`config.mk`:
```
export PLATFORM = sky130hd
export DESIGN_NAME = scope_readout
export DESIGN_NICKNAME = d
export VERILOG_FILES = /design/src/logic/scope_pkg.sv /design/src/logic/scope_readout.sv
export VERILOG_INCLUDE_DIRS = /design/src /design/src/include
export SDC_FILE = /design/constraint.sdc
export NUM_CORES = 1
export LEC_CHECK = 0
export BUFFER_PORTS_ARGS = -buffer_cell sky130_fd_sc_hd__clkbuf_2
export CAP_MARGIN = 40
export CORE_AREA = 5 5 89 91
export CTS_CLUSTER_SIZE = 24
export DETAILED_ROUTE_END_ITERATION = 10
export DIE_AREA = 0 0 94 96
export GPL_TIMING_DRIVEN = 0
export PLACE_DENSITY_LB_ADDON = 0.25
export SETUP_SLACK_MARGIN = 0.02
export SYNTH_ARGS = -nofsm -noshare
export SYNTH_HDL_FRONTEND = slang
export SYNTH_SLANG_ARGS = --single-unit
```
`constraint.sdc`:
```
create_clock -name aclk -period 1.6 [get_ports aclk]
set_input_delay 0.16 -clock aclk [delete_from_list [all_inputs] [get_ports aclk]]
set_output_delay 0.16 -clock aclk [all_outputs]
set_load 0.05 [all_outputs]
```
`src/include/scope_defs.svh`:
```
`ifndef SCOPE_DEFS_SVH
`define SCOPE_DEFS_SVH

// capture buffer geometry
`define SCOPE_ADDR_W 10
`define SCOPE_DEPTH (1 << `SCOPE_ADDR_W)

// one sample word holds both channels
`define SCOPE_SAMPLE_W 32

`endif

```
`src/logic/scope_pkg.sv`:
```
`include "scope_defs.svh"

package scope_pkg;

  // upper half is channel a, lower half is channel b
  typedef struct packed {
    logic signed [15:0] ch_a;
    logic signed [15:0] ch_b;
  } chan_pair_t;

  typedef union packed {
    logic [`SCOPE_SAMPLE_W-1:0] raw;
    chan_pair_t                 chan;
  } sample_t;

  typedef enum logic {
    chan_a,
    chan_b
  } chan_sel_t;

  typedef enum logic [1:0] {
    st_idle,
    st_fill,
    st_armed,
    st_post
  } cap_state_t;

endpackage

```
`src/logic/scope_readout.sv`:
```
`timescale 1ns/10ps

`include "scope_defs.svh"

module scope_readout (
  input  logic                      aclk,
  input  logic                      aresetn,
  input  logic                      read_start,
  input  logic                      done,
  input  logic                      busy,
  input  logic [`SCOPE_ADDR_W-1:0]  trig_addr,
  input  logic [`SCOPE_ADDR_W:0]    pre_count,
  input  logic [`SCOPE_ADDR_W:0]    total_count,
  output logic                      rd_en,
  output logic [`SCOPE_ADDR_W-1:0]  rd_addr,
  input  scope_pkg::sample_t        ram_data,
  output logic                      rd_valid,
  output scope_pkg::sample_t        rd_data,
  output logic                      rd_last
);

  logic                   active;
  logic [`SCOPE_ADDR_W:0] remain;
  logic                   last_word;

  assign rd_en     = active;
  assign last_word = active && (remain == 1);

  // RAM output is already aligned with the delayed flags
  assign rd_data   = ram_data;

  always_ff @(posedge aclk)
  begin
    if (!aresetn)
    begin
      active   <= 1'b0;
      rd_addr  <= '0;
      remain   <= '0;
      rd_valid <= 1'b0;
      rd_last  <= 1'b0;
    end
    else
    begin
      rd_valid <= active;
      rd_last  <= last_word;

      if (active)
      begin
        rd_addr <= rd_addr + 1'b1;
        remain  <= remain - 1'b1;
        if (last_word)
          active <= 1'b0;
      end
      else if (read_start && done && !busy)
      begin
        active  <= 1'b1;
        // oldest pre-trigger sample, wraps modulo the depth
        rd_addr <= trig_addr - pre_count[`SCOPE_ADDR_W-1:0];
        remain  <= total_count;
      end
    end
  end

endmodule

```
Yosys cells after proc, flatten, opt, wreduce, memory -nomap -nowiden. Cells that the tools add are included.

Register bits: 24. Bits of input ports: 69. Output and inout bits: 45. Word-level logic and storage cells: 21.

$add $sub $neg: 3. Equality and inequality tests: 1. Multiplexer cells: 7. Reduce and logical (&&, ||, !) cells: 5.

Operators with widths (count): 11-bit 2-to-1 mux (2); 10-bit 2-to-1 mux (2); 11-bit by 1-bit equality test with 1-bit output, second input constant (1); 11-bit by 1-bit subtractor with 11-bit output, second input constant (1); 10-bit by 1-bit adder with 10-bit output, second input constant (1); 10-bit subtractor (1); 1-bit logical AND (3); 1-bit 2-to-1 mux (3); 2-bit nonzero test (1); 1-bit zero test (1).

Logic depth before layout (Yosys ltp).
Word-level depth: 4. Gate-level depth with buffers: 8. Mapped depth without buffers: 8.

Least setup slack after synthesis. No wires, ideal clock.

Path kind: reg-to-reg. From: reg rd_addr[2]. To: reg rd_addr[9]. Library setup time: 0.062 ns. Data arrival time: 1.880 ns. Data required time: 1.538 ns. Setup slack: -0.342 ns. Stages on the path, launching flop included: 6. Path buffers: 0. Clock period less this slack: 1.942 ns. Path through: dfxtp_1 -> and4_4 -> and4_4 -> mux2i_1 -> or4_1 -> nand3_1.

Cells in the longest elaborated chain, start to end: 2.

RTL lines: from (decl) (line scope_readout.sv:15) `` output logic [`SCOPE_ADDR_W-1:0] rd_addr, ``; from (signal assigned) (line scope_readout.sv:49) `rd_addr <= rd_addr + 1'b1;`; from (signal assigned) (line scope_readout.sv:58) `` rd_addr <= trig_addr - pre_count[`SCOPE_ADDR_W-1:0]; ``; 10-bit by 1-bit adder with 10-bit output (line scope_readout.sv:49); 10-bit 2-to-1 mux (line scope_readout.sv:47) `if (active)`.

Every way passes these cells. A chain may end at the register's enable or synchronous reset.

Worst setup path after layout.
From: reg rd_addr[4]. To: reg rd_addr[9].

Same word-level chain as after synthesis.

==> flow_summary.yaml <==
status:
  status: "completed"
die:
  fp.dieW_um: 94
  initial_core_util_pct: 28.7
  coreArea_mm2: 0.00706
  die_y_um: 96
  rows: 31
  ios: 114
  die_area_mm2: 0.00902
route:
  via_count: 2105
  wl_per_cell_um: 13.3
  wl_um: 6030
  postRouteAntennaNets: 0
  via_per_inst: 4.65
  route.detailed.drc: 0
  drt_iter0_drc: 106
  first_pass_iters: 4
setup_path:
  startpoint_type: "register"
  worst_ep_arrival_time_ps: 1750
  critPathRequiredTime_ps: 1820
  rr_endpoint: "rd_addr[9]"
  reg2reg_depth: 5
  worstSetupPathType: "reg -> reg"
  r2r-start: "rd_addr[4]"
  path_max_fanout: 5
  endpoint_kind: "register"
  ff2ff_setup_slack_ps: 70
clock_network:
  root_buffer: "clkbuf_8"
  tritoncts: "yes"
  cts-buffers-inserted: 3
  hold_buffers: 0
  insertion_delay_ps: 270
  clk_pin_slew_ps: 90
  htree_levels: 1
  clockBufferDepth: 2
  cts_sinks: 24
layout:
  layout-drive-gt1-share_pct: 46.6
  nNetsFinal: 437
  final_util_pct: 39.6
  diodes: 0
  final_area_mm2: 0.00279
  multiInputGateArea_mm2: 0.00128
  syn_to_final_growth_pct: 37.9
  fillers: 778
  stdcell_count: 453
  regArea_um2: 497
placed_design:
  place_area_mm2: 0.00256
  port_buffers: 80
  dp_hpwl_um: 4750
  place_congestion: 0.830
  dp.cells: 440
  dp_slack_ps: -330
logic_synthesis:
  syn_nets: 343
  synthFlopType: "dfxtp_1"
  synth_area_mm2: 0.00203
  syn-instance-count: 261
  ys_seq_area_share_pct: 23.7
  synth-async-reset-ratio_pct: 0
  yosysWarningCount: 0
  synth_top_cell_by_area: "dfxtp_1"
  synth-edff-count: 0
  yosysUniqueCellTypes: 51
  avgSynthCellArea_um2: 7.76
  synth-seq-cells: 24
  synth_area_leaders: "dfxtp_1, buf_4, ha_1, a21oi_1, nor2_1"
  synthDominantCellAreaShare_pct: 23.7
global_route:
  antenna_found_initial: 0
  grt-ovfl-total: 0
  grt_use_total_pct: 13.0
  grt_pass1_vias: 2031
  grt_max_degree: 14
  met2_usage_pct: 22.7
  top_usage_layer: "met2"
  grtUsageMet1_pct: 16.7
  grt_pass1_wl_um: 9490
  gr-usage-met3_pct: 2.74
sta:
  period_minus_slack_ps: 1530
  slew_viol_final: 0
  setup_viol: 0
  fmax_mhz: 652
  fin_crit_sh_pct: 95.9
  final_hold_viol_count: 0
  rsz0062_at_grt: "true"
  fin_ws_ps: 65.1
  tightest_slew_ps: 585
  relSlewSlack_pct: 61.0
  skew_ps: 4.28
worst_hold_path:
  hp-class: "in -> reg"
  min_to: "remain[4]"
  whs_path_depth: 3
  min-delay-start: "total_count[4]"
pwr:
  total_power_uw: 1980
  power.density_mw_per_mm2: 710
  p_leak_uw: 0.00130
  ir_drop_mv: 0.379
job:
  maxCapViolCount: 0
==> final cells by class <==
cell class,instances,share of cell area (%)
buffer,41,10.6
clock buffer,4,1.97
inverter,17,2.37
multi-input combinational,179,45.9
sequential,24,17.8
tap,99,4.44
timing repair buffer,89,17.0
==> metal layers <==
metal  share of wire, %  vias up
li1                   -     1103
met4               0.48        0
met3                6.7        2
met2                 49       69
met1                 44      931
met5                  0        -
==> power by group <==
group          switching (µW)  internal [µW]
clock network             201            220
logic                     520            337
registers                60.7            643
==> timing repair <==
action / in CTS / in global routing
gates resized for setup: 14 / 21
setup endpoints to repair: 11 / 7
setup buffers: 3 / 6
pin swaps: 6 / 11
==> layout by cell type (no fill, tap or decap), types with 3 or more instances in the layout <==
cell      instances
a211oi_1          7
a21boi_0          3
a21o_1            4
a21oi_1          24
a31oi_1           4
and3_1            4
buf_4            43
clkbuf_1          3
clkbuf_2         82
clkbuf_8          5
dfxtp_1          15
dfxtp_2           7
ha_1              8
inv_1            16
nand2_1          13
nand2b_1          3
nand3_1           9
nand4_1           3
nor2_1           18
nor3_1            5
nor3b_1           5
o21ai_0          12
xnor2_1           3
==> cells in the mapped netlist (5+ instances only) <==
cell,number
a211oi_1,8
a21oi_1,25
buf_4,33
clkbuf_1,7
dfxtp_1,24
ha_1,12
inv_1,17
nand2_1,14
nand3_1,9
nor2_1,20
nor3_1,6
nor3b_1,5
o21ai_0,12
==> per-stage QoR <==
stage	hold slack [ps]	TNS [ps]
after floorplan	296	-118
after global placement	386	-2020
after detailed placement	389	-2230
after CTS	101	0
after global routing	120	-35.0
final	105	0
==> state kept, by name, indices dropped and copies added (netlist names) <==
| signal | count |
|---|---|
| remain | 11 |
| rd_valid | 1 |
| rd_en | 1 |
| rd_last | 1 |
| rd_addr | 10 |
==> critical path, stage by stage (launching register included) <==
cell     delay [ps]
dfxtp_2         370
and4_4          260
and4_4          230
mux2i_1          70
or4_1           480
nand3_1          80
==> cell families after synthesis <==
family | after synthesis | synth area share, %
buffers and inverters | 58 | 17.4
AOI/OAI and AO/OA | 76 | 25.4
DFF | 24 | 23.7
xor gates and xnor gates | 4 | 1.73
adders and majority gates | 13 | 8.40
and+or+nand+nor | 84 | 22.3
muxes | 2 | 1.05
==> worst max path at each step <==
| stage | slack [ps] | end | start | depth (start not counted) |
|---|---|---|---|---|
| after floorplan | -120 | rd_addr[9] | pre_count[4] | 7 |
| after global placement | -320 | rd_addr[9] | pre_count[4] | 8 |
| after detailed placement | -330 | rd_addr[9] | pre_count[4] | 8 |
| after CTS | 20 | rd_addr[9] | pre_count[1] | 8 |
| after global routing | -20 | rd_addr[9] | pre_count[1] | 8 |
| final | 70 | rd_addr[9] | rd_addr[4] | 5 |
No activity file was read; power rests on OpenSTA's default activity.
