`src/include/scope_defs.svh`:
```
`ifndef SCOPE_DEFS_SVH
`define SCOPE_DEFS_SVH

// capture buffer geometry
`define SCOPE_ADDR_W 10
`define SCOPE_DEPTH (1 << `SCOPE_ADDR_W)

// one sample word holds both channels
`define SCOPE_SAMPLE_W 32

`endif

```
`src/logic/scope_pkg.sv`:
```
`include "scope_defs.svh"

package scope_pkg;

  // upper half is channel a, lower half is channel b
  typedef struct packed {
    logic signed [15:0] ch_a;
    logic signed [15:0] ch_b;
  } chan_pair_t;

  typedef union packed {
    logic [`SCOPE_SAMPLE_W-1:0] raw;
    chan_pair_t                 chan;
  } sample_t;

  typedef enum logic {
    chan_a,
    chan_b
  } chan_sel_t;

  typedef enum logic [1:0] {
    st_idle,
    st_fill,
    st_armed,
    st_post
  } cap_state_t;

endpackage

```
`src/logic/scope_trigger.sv`:
```
`timescale 1ns/10ps

module scope_trigger (
  input  logic                 aclk,
  input  logic                 aresetn,
  input  logic                 run,
  input  logic                 sample_valid,
  input  scope_pkg::sample_t   sample_data,
  input  scope_pkg::chan_sel_t trig_chan,
  input  logic signed [15:0]   trig_level,
  output logic                 trig_hit
);

  // one extra bit so the cleared value sits below any 16-bit level
  localparam logic signed [16:0] PREV_CLEAR = {1'b1, 16'h0000};

  logic signed [15:0] cur_val;
  logic signed [16:0] prev_val;

  always_comb
  begin
    if (trig_chan == scope_pkg::chan_a)
      cur_val = sample_data.chan.ch_a;
    else
      cur_val = sample_data.chan.ch_b;
  end

  // rising crossing: now at or above, previous valid sample below
  assign trig_hit = sample_valid && (cur_val >= trig_level) &&
                    (prev_val < trig_level);

  always_ff @(posedge aclk)
  begin
    if (!aresetn)
    begin
      prev_val <= PREV_CLEAR;
    end
    else if (run)
    begin
      prev_val <= PREV_CLEAR;
    end
    else if (sample_valid)
    begin
      prev_val <= {cur_val[15], cur_val};
    end
  end

endmodule

```
`config.mk`:
```
export PLATFORM = sky130hd
export DESIGN_NAME = scope_trigger
export DESIGN_NICKNAME = d
export VERILOG_FILES = /design/src/logic/scope_pkg.sv /design/src/logic/scope_trigger.sv
export VERILOG_INCLUDE_DIRS = /design/src /design/src/include
export SDC_FILE = /design/constraint.sdc
export NUM_CORES = 1
export LEC_CHECK = 0
export ABC_CLOCK_PERIOD_IN_PS = 4000
export BUFFER_PORTS_ARGS = -buffer_cell sky130_fd_sc_hd__buf_2
export CAP_MARGIN = 40
export CORE_MARGIN = 2
export CORE_UTILIZATION = 25
export CTS_CLUSTER_SIZE = 25
export DETAILED_ROUTE_END_ITERATION = 6
export SETUP_SLACK_MARGIN = 0.4
export SLEW_MARGIN = 30
export SYNTH_ARGS = -nofsm -noshare
export SYNTH_HDL_FRONTEND = slang
export SYNTH_SLANG_ARGS = --single-unit
```
`constraint.sdc`:
```
create_clock -name aclk -period 4 [get_ports aclk]
set_input_delay 0.4 -clock aclk [delete_from_list [all_inputs] [get_ports aclk]]
set_output_delay 0.4 -clock aclk [all_outputs]
set_load 0.005 [all_outputs]
```
* After elaboration in Yosys (flattened, before gate mapping)
Cells that the tools add are included.
** Word-level totals
- Input port bits :: 53
- Flip-flop bits (word level) :: 17
- Bits in latches :: 0
- Bits in read-only memories :: 0
- Memories kept :: 0
- Bits in writable memories :: 0
- Logic and storage cells :: 8
** Operators by class
- Shift-type cells :: 0
- Multiplexer cells :: 1
- Multiply operators :: 0
- Eq/ne operators :: 0
- Div/mod/pow operators :: 0
- Bitwise gates (word level) :: 1
- Add/sub/neg operators :: 0
- Reduce and logical (&&, ||, !) cells :: 3
- Order comparisons :: 2
** Operator list (count)
- $lt A17 B16 Y1 :: 1
- $ge A16 B16 Y1 :: 1
- $mux W16 :: 1
- $logic_and A1 B1 Y1 :: 2
- $reduce_or A2 Y1 :: 1
- $not A1 Y1 :: 1

* Longest topological paths before layout
- Depth in word-level cells :: 4
- Gate-level depth with buffers :: 9
- Mapped depth without buffers :: 7

* Worst setup path after synthesis
Ideal clock, no wire load.
- Path type :: input port to output port
- Start point :: in trig_chan
- End point :: out trig_hit
- Required time :: 3.600 ns
- Setup slack :: 1.194 ns
- Arrival time :: 2.406 ns
- Stages on the path :: 9
- Path buffers :: 2
- Cell sequence :: buf_2 > buf_2 > mux2_2 > ha_1 > a21o_1 > a21oi_1 > o21bai_1 > o41a_1 > a221oi_2
** Between the ends
- Word-level cells in the longest chain between the ends :: 4
** Ends and longest elaborated chain
- start, declared :: line scope_trigger.sv:9 : input scope_pkg::chan_sel_t trig_chan,
- $mux W16 :: line scope_trigger.sv:22 : if (trig_chan == scope_pkg::chan_a)
- named net cur_val[13] :: line scope_trigger.sv:17 : logic signed [15:0] cur_val;
- $ge A16 B16 Y1 :: line scope_trigger.sv:29 : assign trig_hit = sample_valid && (cur_val >= trig_level) &&
- $logic_and A1 B1 Y1 (2 in series) :: line scope_trigger.sv:29
- end, declared :: line scope_trigger.sv:11 : output logic trig_hit
The timed path passes the listed nets, and every way through them passes these cells.

* Worst setup path after layout
Same ends and word-level chain as after synthesis.

==> impl_metrics.env <==
export IMPL_worstPathMaxFanout=16
export IMPL_max_cap_viol_count=0
export IMPL_ys_warn_count=0
export IMPL_detail_route_first_pass_iterations=4
export IMPL_tritoncts="yes"
export IMPL_wl_met1_mm=1.912
export IMPL_grt_pass1_vias=1519
export IMPL_post_cts_resize_count=0
export IMPL_max_slew_margin_pct=51.45
export IMPL_drcViolationCount=0
export IMPL_final_setup_viol_count=0
export IMPL_vdd_drop_max_uv=105.6
export IMPL_critical_path_required_ns=3.60
export IMPL_clock_root_buffer="sky130_fd_sc_hd__clkbuf_8"
export IMPL_dieWidth_um=82.84
export IMPL_port_buffers=53
export IMPL_met3_length_um=221
export IMPL_synth_avg_cell_area_um2=8.136
export IMPL_max_flop_register="prev_val"
export IMPL_timing_clock_skew_ns=0
export IMPL_hp_start="prev_val[15]"
export IMPL_number_of_nets_produced_by_synthesis=276
export IMPL_worst_path_most_repeated_cell="sky130_fd_sc_hd__buf_2"
export IMPL_part_of_the_yosys_area_used_for_sequential_elements_pct=21.90
export IMPL_globalRoute_totalOverflow=0
export IMPL_hold_violations=0
export IMPL_initial_antenna_violation_count=0
export IMPL_clock_pin_slew_reported_for_the_worst_setup_and_hold_paths_after_clock_tree_synthesis_ns=0.07
export IMPL_grt_pass1_wl_mm=6.658
export IMPL_layout_worst_path_cycle_share_pct=77.05
export IMPL_worst_path_buf_inv=2
export IMPL_final_setup_tns_ns=0
export IMPL_i_o_pin_count=54
export IMPL_regToRegStartpoint="prev_val[16]"
export IMPL_post_drt_wl_per_cell_um=12.34
export IMPL_crit_family="compound AO/OA/AOI/OAI gates"
export IMPL_synth_cell_area_um2=1554
export IMPL_gp_routability_congestion=0.7837
export IMPL_reg_top3="prev_val (17)"
export IMPL_wl_met2_mm=1.738
export IMPL_grt_usage_pct=11.45
export IMPL_ant_nets=0
export IMPL_drt_wl_total_mm=3.899
export IMPL_route_top_layer_used="met4"
export IMPL_post_cts_hold_buffer_count=0
export IMPL_synth_ff_latch_count=17
export IMPL_post_cts_setup_buffers=0
export IMPL_rrSetupSlack_ns=3.23
export IMPL_critPathArrivalTime_ns=2.68
export IMPL_grt_setup_unrepaired="no"
export IMPL_std_cell_rows=28
export IMPL_power_per_cell_area_nw_per_um2=237.4
export IMPL_cp_cell_sequence="buf_2 -> mux2_1 -> ha_1 -> nor2b_1 -> o211ai_1 -> a2111oi_1 -> nor4_1 -> a221oi_2 -> buf_2"
export IMPL_netlist_instances=191
export IMPL_antenna_cells_inserted=0
export IMPL_die_area_um2=6862
export IMPL_final_nets=327
export IMPL_min_delay_path_class="reg -> reg"
export IMPL_yosysUniqueCellTypes=34
export IMPL_crit_type="in -> out"
export IMPL_maxSlewViolCount=0
export IMPL_layout_area_overhead_vs_synth_pct=24.24
export IMPL_pin_slew_with_the_least_headroom_to_its_limit_ns=0.7282
export IMPL_half_perimeter_wire_length_of_the_detailed_placement_result_mm=3.184
export IMPL_slowest_stage_cell_on_the_critical_path="sky130_fd_sc_hd__a2111oi_1"
export IMPL_leakage_nw=0.9781
export IMPL_max_freq_mhz=324.5
export IMPL_routed_via_count=1474
export IMPL_clock_sink_count=17
export IMPL_coreArea_um2=5956
export IMPL_cpPeakStageDelay_ns=0.45
export IMPL_grt_start_max_net_pins=23
export IMPL_clock_buffers_created_by_tritoncts=3
export IMPL_critPathLaunchType="input pin"
export IMPL_period_needed_ns=3.082
export IMPL_worstSetupEndpointType="primary output"
export IMPL_asyncSetResetFlopFracSynth_pct=0
export IMPL_final_layout_size_suffix_gt1_share_pct=26.14
export IMPL_clk_insertion_delay_late_ns=0.25
export IMPL_start_util_pct=26.09
export IMPL_report_power_total_uw=458.4
export IMPL_post_synth_edffs=0
export IMPL_outcome="finished clean"
export IMPL_critPathLaunch="trig_chan"
export IMPL_worst_hold_slack_ns=0.4858
export IMPL_ctsLongestPathBuffers=2
export IMPL_synth_top_flop_cell="sky130_fd_sc_hd__dfxtp_1"
export IMPL_die_h_um=82.84
export IMPL_largest_register_ffs=17
export IMPL_via_density_per_instance=4.665
export IMPL_drt_first_iter_violations=53
export IMPL_cts_htree_levels=1
[worst paths after layout]
kind | end | depth (start not counted)
max | trig_hit | 9
min | prev_val[15] | 2
max reg2reg | prev_val[16] | 3
min reg2reg | prev_val[15] | 2
[logic make-up (layout without fill, tap and decap cells)]
group / count (synthesis) / count (layout) / synth area share, %
AO/OA/AOI/OAI: 32 / 32 / 14.17
buffers and inverters: 26 / 76 / 6.441
adder cells (fa/ha/maj): 32 / 32 / 25.76
AND/OR/NAND/NOR: 68 / 68 / 20.29
multiplexers: 16 / 16 / 11.43
flip-flops: 17 / 17 / 21.90
[placed cells by master (no fill, tap or decap)]
cell type                   count
sky130_fd_sc_hd__mux2_2         3
sky130_fd_sc_hd__o21ai_0        1
sky130_fd_sc_hd__nor4_1         2
sky130_fd_sc_hd__o21a_2         1
sky130_fd_sc_hd__nand2b_1       1
sky130_fd_sc_hd__clkbuf_8       3
sky130_fd_sc_hd__a221oi_2       1
sky130_fd_sc_hd__a21o_1         4
sky130_fd_sc_hd__mux2i_1        2
sky130_fd_sc_hd__nand3_1        4
sky130_fd_sc_hd__a21boi_1       1
sky130_fd_sc_hd__o21a_1         1
sky130_fd_sc_hd__a21oi_1       14
sky130_fd_sc_hd__a211oi_1       3
sky130_fd_sc_hd__nor3_1        14
sky130_fd_sc_hd__clkinv_2       1
sky130_fd_sc_hd__ha_1          32
sky130_fd_sc_hd__nand3b_1       1
sky130_fd_sc_hd__o21bai_1       1
sky130_fd_sc_hd__a2111oi_1      1
sky130_fd_sc_hd__nor3_2         1
sky130_fd_sc_hd__nor2b_1        1
sky130_fd_sc_hd__nand4_1        6
sky130_fd_sc_hd__o211ai_1       1
sky130_fd_sc_hd__nor2_1        33
sky130_fd_sc_hd__buf_2         53
sky130_fd_sc_hd__a211o_1        1
sky130_fd_sc_hd__nand2_1        4
sky130_fd_sc_hd__mux2_1        11
sky130_fd_sc_hd__o41a_1         1
sky130_fd_sc_hd__or2_1          1
sky130_fd_sc_hd__inv_1         19
sky130_fd_sc_hd__dfxtp_1       17
sky130_fd_sc_hd__o311ai_1       1
[through the flow]
step	worst slack (ns)	util [%]	cells	area [um2]
2_1_floorplan	1.194	-	191	1554
4_1_cts	0.9032	32.42	316	1931
3_3_place_gp	0.9308	31.64	312	1884
6_report	0.9179	32.42	316	1931
5_1_grt	0.6789	32.42	316	1931
3_5_place_dp	0.9045	31.64	312	1884
[layer usage]
layer	vias to the layer above	global-route usage, %
met5	-	0
met2	39	18.62
li1	778	-
met3	2	2.087
met1	655	15.70
met4	0	2.683
[worst min-delay path: cells and delay by family (launching register included)]
family	cells	cell delay, ns
DFF	1	0.31
and+or+nand+nor	1	0.08
AOI/OAI and AO/OA	1	0.05
[cell type report]
class	instances	area, um2
fill	664	4025
multi-input combinational	148	1114
sequential	17	340.3
timing repair buffer	53	265.3
tap	75	93.84
inverter	19	71.32
clock buffer	3	41.29
clock inverter	1	5.005
[Yosys cell counts (all sizes together), types with 4 or more instances]
cell type,count,area share [%]
nand4,6,2.4
inv,19,4.6
clkbuf,4,0.97
nand3,4,1.3
ha,32,26
nor2,33,8.0
nand2,4,0.97
dfxtp,17,22
nor3,15,5.2
a21oi,14,4.5
mux2,14,10
a21o,4,1.9
[where the power goes]
group | switching, mW | internal (mW)
clock | 0.0647 | 0.0692
combinational | 0.0753 | 0.0685
sequential | 0.00392 | 0.177
Power figures use the tool's default switching activity.
