File: config.mk
export PLATFORM = sky130hd
export DESIGN_NAME = scope_capture_ctrl
export DESIGN_NICKNAME = d
export VERILOG_FILES = /design/src/logic/scope_pkg.sv /design/src/logic/scope_capture_ctrl.sv
export VERILOG_INCLUDE_DIRS = /design/src /design/src/include
export SDC_FILE = /design/constraint.sdc
export NUM_CORES = 1
export LEC_CHECK = 0
export ABC_AREA = 1
export BUFFER_PORTS_ARGS = -buffer_cell sky130_fd_sc_hd__buf_4
export CORE_ASPECT_RATIO = 2
export CORE_MARGIN = 1.5
export CORE_UTILIZATION = 57
export DETAILED_ROUTE_END_ITERATION = 7
export PLACE_DENSITY = 0.95
export SLEW_MARGIN = 10
export SYNTH_ARGS = -nofsm -noshare
export SYNTH_HDL_FRONTEND = slang
export SYNTH_SLANG_ARGS = --single-unit
File: constraint.sdc
create_clock -name aclk -period 5.8 [get_ports aclk]
set_input_delay 0.87 -clock aclk [delete_from_list [all_inputs] [get_ports aclk]]
set_output_delay 0.87 -clock aclk [all_outputs]
set_load 0.005 [all_outputs]
File: src/include/scope_defs.svh
`ifndef SCOPE_DEFS_SVH
`define SCOPE_DEFS_SVH

// capture buffer geometry
`define SCOPE_ADDR_W 10
`define SCOPE_DEPTH (1 << `SCOPE_ADDR_W)

// one sample word holds both channels
`define SCOPE_SAMPLE_W 32

`endif

File: src/logic/scope_pkg.sv
`include "scope_defs.svh"

package scope_pkg;

  // upper half is channel a, lower half is channel b
  typedef struct packed {
    logic signed [15:0] ch_a;
    logic signed [15:0] ch_b;
  } chan_pair_t;

  typedef union packed {
    logic [`SCOPE_SAMPLE_W-1:0] raw;
    chan_pair_t                 chan;
  } sample_t;

  typedef enum logic {
    chan_a,
    chan_b
  } chan_sel_t;

  typedef enum logic [1:0] {
    st_idle,
    st_fill,
    st_armed,
    st_post
  } cap_state_t;

endpackage

File: src/logic/scope_capture_ctrl.sv
`timescale 1ns/10ps

`include "scope_defs.svh"

module scope_capture_ctrl (
  input  logic                      aclk,
  input  logic                      aresetn,
  input  logic                      run,
  input  logic                      sample_valid,
  input  scope_pkg::sample_t        sample_data,
  input  logic                      trig_hit,
  input  logic [`SCOPE_ADDR_W:0]    pre_count,
  input  logic [`SCOPE_ADDR_W:0]    total_count,
  output logic                      busy,
  output logic                      done,
  output logic [`SCOPE_ADDR_W-1:0]  trig_addr,
  output logic                      wr_en,
  output logic [`SCOPE_ADDR_W-1:0]  wr_addr,
  output scope_pkg::sample_t        wr_data
);

  scope_pkg::cap_state_t state;

  logic [`SCOPE_ADDR_W-1:0] wr_ptr;
  logic [`SCOPE_ADDR_W:0]   pre_q;
  logic [`SCOPE_ADDR_W:0]   post_len;
  logic [`SCOPE_ADDR_W:0]   fill_cnt;
  logic [`SCOPE_ADDR_W:0]   post_cnt;
  logic [`SCOPE_ADDR_W:0]   fill_next;
  logic [`SCOPE_ADDR_W:0]   post_next;
  logic                     start;

  // every state but idle records each valid sample
  assign busy      = (state != scope_pkg::st_idle);
  assign wr_en     = sample_valid && busy;
  assign wr_addr   = wr_ptr;
  assign wr_data   = sample_data;
  assign start     = run && (state == scope_pkg::st_idle);
  assign fill_next = fill_cnt + 1'b1;
  assign post_next = post_cnt + 1'b1;

  // configuration is taken once per capture
  always_ff @(posedge aclk)
  begin
    if (start)
    begin
      pre_q    <= pre_count;
      post_len <= total_count - pre_count;
    end
  end

  always_ff @(posedge aclk)
  begin
    if (!aresetn)
    begin
      state     <= scope_pkg::st_idle;
      done      <= 1'b0;
      trig_addr <= '0;
      wr_ptr    <= '0;
      fill_cnt  <= '0;
      post_cnt  <= '0;
    end
    else
    begin
      if (wr_en)
        wr_ptr <= wr_ptr + 1'b1;

      case (state)
        scope_pkg::st_idle:
        begin
          if (run)
          begin
            wr_ptr   <= '0;
            fill_cnt <= '0;
            post_cnt <= '0;
            done     <= 1'b0;
            // no pre-trigger history requested, go straight to armed
            state    <= (pre_count == '0) ? scope_pkg::st_armed : scope_pkg::st_fill;
          end
        end

        scope_pkg::st_fill:
        begin
          if (sample_valid)
          begin
            fill_cnt <= fill_next;
            if (fill_next == pre_q)
              state <= scope_pkg::st_armed;
          end
        end

        scope_pkg::st_armed:
        begin
          if (sample_valid && trig_hit)
          begin
            trig_addr <= wr_ptr;
            post_cnt  <= 1;
            if (post_len == 1)
            begin
              state <= scope_pkg::st_idle;
              done  <= 1'b1;
            end
            else
            begin
              state <= scope_pkg::st_post;
            end
          end
        end

        scope_pkg::st_post:
        begin
          if (sample_valid)
          begin
            post_cnt <= post_next;
            if (post_next == post_len)
            begin
              state <= scope_pkg::st_idle;
              done  <= 1'b1;
            end
          end
        end

        default:
        begin
          state <= scope_pkg::st_idle;
        end
      endcase
    end
  end

endmodule

# After elaboration in Yosys (flattened, before gate mapping)
# Index checks and enable logic that the tools add are counted.
# totals
reg_bits,67
output_inout_bits,55
in_bits,59
elab_cells,62
# op_classes
n_reduce_logical,13
mux,24
add_sub_neg,4
eq_ne,13
# ops
operator,n
11-bit 2-to-1 mux,4
11-bit case mux with 3 select lines,1
10-bit 2-to-1 mux,3
"11-bit by 1-bit adder with 11-bit output, second input constant",2
11-bit equality test,2
11-bit case mux with 2 select lines,1
2-bit 2-to-1 mux,8
"2-bit inequality test, second input constant",7
6-bit AND reduction,2
"11-bit by 1-bit equality test with 1-bit output, second input constant",1
11-bit logical NOT,1
11-bit subtractor,1
"10-bit by 1-bit adder with 10-bit output, second input constant",1
2-bit case mux with 4 select lines,1
1-bit 2-to-1 mux,5
"2-bit equality test, second input constant",2
4-bit AND reduction,1
2-bit nonzero test,2
1-bit logical AND,3
1-bit case mux with 3 select lines,1
3-bit AND reduction,1
3-bit nonzero test,1
"2-bit by 1-bit equality test with 1-bit output, second input constant",1
2-bit logical NOT,1
2-bit AND reduction,1

# Longest topological paths before layout
# depth
ltp_word,5
depth_mapped,15
mapped_depth_nobuf,15

# Least setup slack after synthesis
# No wires, ideal clock.
# synth_path
path_kind,in2reg
from,input pre_count[2]
to,"register post_len[9], data pin"
path_buffers,0
slack_ps,3380
arrival_time_ps,2162
setup_time_ps,258
stages,15
required_ps,5542
path_cell_list,inv_1 ha_1 a21oi_1 o21ai_0 nand2_1 nand2_1 nand2_1 nand2_1 nand2_1 nand2_1 nand2_1 nand2_1 nand3_1 nand2_1 xor2_1
# synth_via
elab_chain_len,1
# synth_lines
element,line_no,text
start: declaration,scope_capture_ctrl.sv:12,"input logic [`SCOPE_ADDR_W:0] pre_count,"
11-bit subtractor,scope_capture_ctrl.sv:48,post_len <= total_count - pre_count;
end signal: assignment,scope_capture_ctrl.sv:48,
end: declaration,scope_capture_ctrl.sv:26,logic [`SCOPE_ADDR_W:0] post_len;
# Every way passes these cells.
# A chain may end at the register's enable or synchronous reset.

# Worst setup path in the final report
# Ends and elaborated chain as after synthesis.

==> reports/results.tsv <==
stage	metric	value	unit
final_layout	share of cells above drive strength 1	13.0	%
synth	Synth Warn #	0	
power_and_ir_drop	power per cell area	345	nW/um^2
timing	Min Clock Period, post-route	2620	ps
synth	most frequent cell after synthesis	nand2_1	
floorplan	CORE AREA	6940	um^2
synth	Post-Syn Instances	584	
power_and_ir_drop	sw frac	35.9	%
timing	Setup Skew	7.80	ps
power_and_ir_drop	combinational power share	28.4	%
power_and_ir_drop	Net Sw Power	570	uW
final_layout	Area growth syn-to-layout	12.1	%
synth	post-synthesis sequential area ratio	38.0	%
detailed_routing	WL final	11900	um
hold_path	Worst Hold Depth	2	
detailed_routing	routed length per instance	17.1	um
critical_path	RR Startpoint	fill_cnt[0]	
floorplan	Die W	63.0	um
critical_path	startpoint types	input pin	
run	Max Cap Viol	0	
final_layout	Finished Core Util	66.3	%
placed_design	Port Buffers	49	
synth	Synth top area share	21.9	%
clock_tree	H-tree depth	3	
power_and_ir_drop	Worst VDD drop	0.285	mV
power_and_ir_drop	Pwr Total	1.59	mW
global_route	vias in the first global route	3971	
clock_tree	Num CTS Buffers	9	
timing	Rel. slew slack	41.7	%
hold_path	Worst Hold Launch	done	
timing	RSZ-0062 raised after global routing	no	
detailed_routing	DRC	0	
timing	fin. max-slew vios	0	
critical_path	crit-path leading delay family	simple AND/OR/NAND/NOR gates	
critical_path	CP max stage cell	ha_1	
synth	Avg Inst Size Synth	7.03	um^2
clock_tree	post-CTS setup buffers	0	
final_layout	n_diodes	0	
placed_design	hpwl dp	8240	um
global_route	global route overflow	0	
timing	Peak Freq	382	MHz
critical_path	WS Path Type	in2reg	
synth	Synth area leaders	dfxtp_1 22%, edfxtp_1 16%, nand2_1 14%, nand3_1 7.2%, inv_1 7.1%	
timing	fin worst setup slack	3180	ps
timing	Setup-failing EPs final	0	
critical_path	CP Cell Sequence	buf_4 -> inv_1 -> ha_1 -> a21oi_1 -> o21ai_0 -> nand2_1 -> nand2_1 -> nand2_1 -> nand2_1 -> nand2_1 -> nand2_1 -> nand2_1 -> nand2_1 -> nand3_1 -> nand2_1 -> xor2_1	
synth	cell taking the most area after synthesis	dfxtp_1	
synth	Synth top cells by count	155 x nand2_1, 78 x inv_1, 62 x nor2_1	
final_layout	# fillers	489	
status	status	complete, no violations	
synth	Synth Cell Area	4110	um^2
critical_path	Worst path max stage delay	370	ps
clock_tree	TritonCTS clock tree	built	
hold_path	Hold Path Class	reg2reg	
timing	Worst Tran Pin Value	871	ps
power_and_ir_drop	internal power	1.02	mW
floorplan	Die Footprint	7750	um^2
detailed_routing	via/cell ratio	5.89	
power_and_ir_drop	Leakage	2.06	nW
placed_design	Setup WS pre-CTS	2970	ps
critical_path	worst endpoint required time	5900	ps
floorplan	IO Count	114	
global_route	Total Routing Usage GR	31.7	%
floorplan	die height	123	um
synth	syn nets	657	
floorplan	starting density of the core	59.1	%
clock_tree	hold_buf cts	0	
detailed_routing	via count	4124	
synth	Yosys reg bits	67	
detailed_routing	DRT Pass-1 Iters	6	
critical_path	most used cell, CP	nand2_1	
clock_tree	clk sink count	67	
synth	ys flop type	dfxtp_1	
global_route	largest net degree at the start of global routing	25	
critical_path	worst path bufs/invs	2	
power_and_ir_drop	Clk pwr share	32.4	%
clock_tree	Clk Latency, worst-skew pair	350	ps
final_layout	nets@finish	678	
critical_path	CP endpoint kind	flip-flop	
floorplan	row cnt	43	
clock_tree	clk slew on worst S/H paths	60	ps
synth	asr flop ratio synth	0	%
power_and_ir_drop	Flop pwr share	39.3	%
timing	Hold WS	480	ps
timing	final hold violation count	0	
timing	TNS Setup	0	ps
timing	crit share post-route	45.1	%
detailed_routing	initial DRC count	227	
synth	number of flops mapped to enable cells by yosys	22	
critical_path	R2R Path End	state[1]	
critical_path	CP arrival	2710	ps
critical_path	crit-path max FO	5	
hold_path	WHS Endpoint	done	
detailed_routing	post-route ant nets	0	
clock_tree	clk root buf	clkbuf_16	
critical_path	worst reg2reg setup slack	3520	ps
clock_tree	CTS max path bufs	2	
synth	Netlist cell types	32	
critical_path	r2r worst-path depth	13	
global_route	first-pass GRT wire length	18700	um
clock_tree	CTS resizes	0	
placed_design	Placer Congestion	0.942	
global_route	antenna violations before repair	0	
sequential cells by signal, indices dropped and copies added, names as in the netlist:
signal	count
done	1
fill_cnt	11
post_cnt	11
post_len	11
pre_q	11
state	2
trig_addr	10
wr_addr	10
cells by family (layout without fill, tap and decap cells):
group	after synthesis	in the layout	synth area share (%)
and+or+nand+nor	308	308	32.4
buffers and inverters	119	145	13.8
DFF	67	67	38.0
AOI/OAI and AO/OA	61	61	8.08
xor gates and xnor gates	15	15	3.20
adders and majority gates	14	14	4.45
worst max path at each step:
stage             endpoint    startpoint  cells after the start  slack [ps]
6_report       post_len[9]  pre_count[2]                     16        3180
5_1_grt        post_len[9]  pre_count[2]                     16        3060
4_1_cts        post_len[9]  pre_count[2]                     16        3240
3_5_place_dp   post_len[9]  pre_count[2]                     16        2970
3_3_place_gp   post_len[9]  pre_count[2]                     16        3180
2_1_floorplan  post_len[9]  pre_count[2]                     15        3380
metrics by stage:
| stage | cells | area (um^2) |
|---|---|---|
| global route | 700 | 4600 |
| global placement | 684 | 4320 |
| detailed placement | 684 | 4320 |
| floorplan | 584 | 4110 |
| CTS | 700 | 4600 |
| finish | 700 | 4600 |
area by class of cell:
cell class,count,area (um^2),share of cell area [%]
Timing Repair Buffer,50,375,8.16
Tap cell,90,113,2.45
Clock inverter,6,40.0,0.870
Inverter,79,297,6.45
Sequential cell,67,1560,33.9
Clock buffer,10,239,5.19
Multi-Input combinational cell,398,1980,42.9
routing by layer:
layer	share of wire (%)	GRT usage (%)	wire length (um)	up-vias
met2	51	56.8	6070	260
met1	31	29.0	3750	1858
met5	0	0	0	-
met4	9.9	29.0	1190	0
li1	-	-	-	1893
met3	7.8	7.55	936	113
power groups by stage:
stage          Clock [mW]  Combinational (mW)  Sequential (mW)
2_1_floorplan           0               0.311            0.610
3_3_place_gp            0               0.413            0.624
3_5_place_dp            0               0.428            0.627
4_1_cts             0.511               0.439            0.619
5_1_grt             0.532               0.492            0.626
6_report            0.513               0.450            0.623
cell usage in the layout (no fill, tap or decap), drive strengths merged, types with 2 or more instances in the layout:
master    synthesis  routed
xnor2             4       4
ha               13      13
nand3b            7       7
o21ai            19      19
xor2             11      11
dfxtp            45      45
nor2             70      70
nand2           157     157
clkbuf            7      10
edfxtp           22      22
inv              79      80
nor3              6       6
a31oi             3       3
clkinv            0       3
nand3            60      60
a21oi            33      33
nand4             5       5
clkinvlp          0       2
nor4              3       3
buf              33      50
worst min-delay path: stages (launching register included):
cell	delay (ps)
dfxtp_1	330
a31oi_1	50
nor2_1	70
Note: power is estimated with default switching activity, not from simulation.
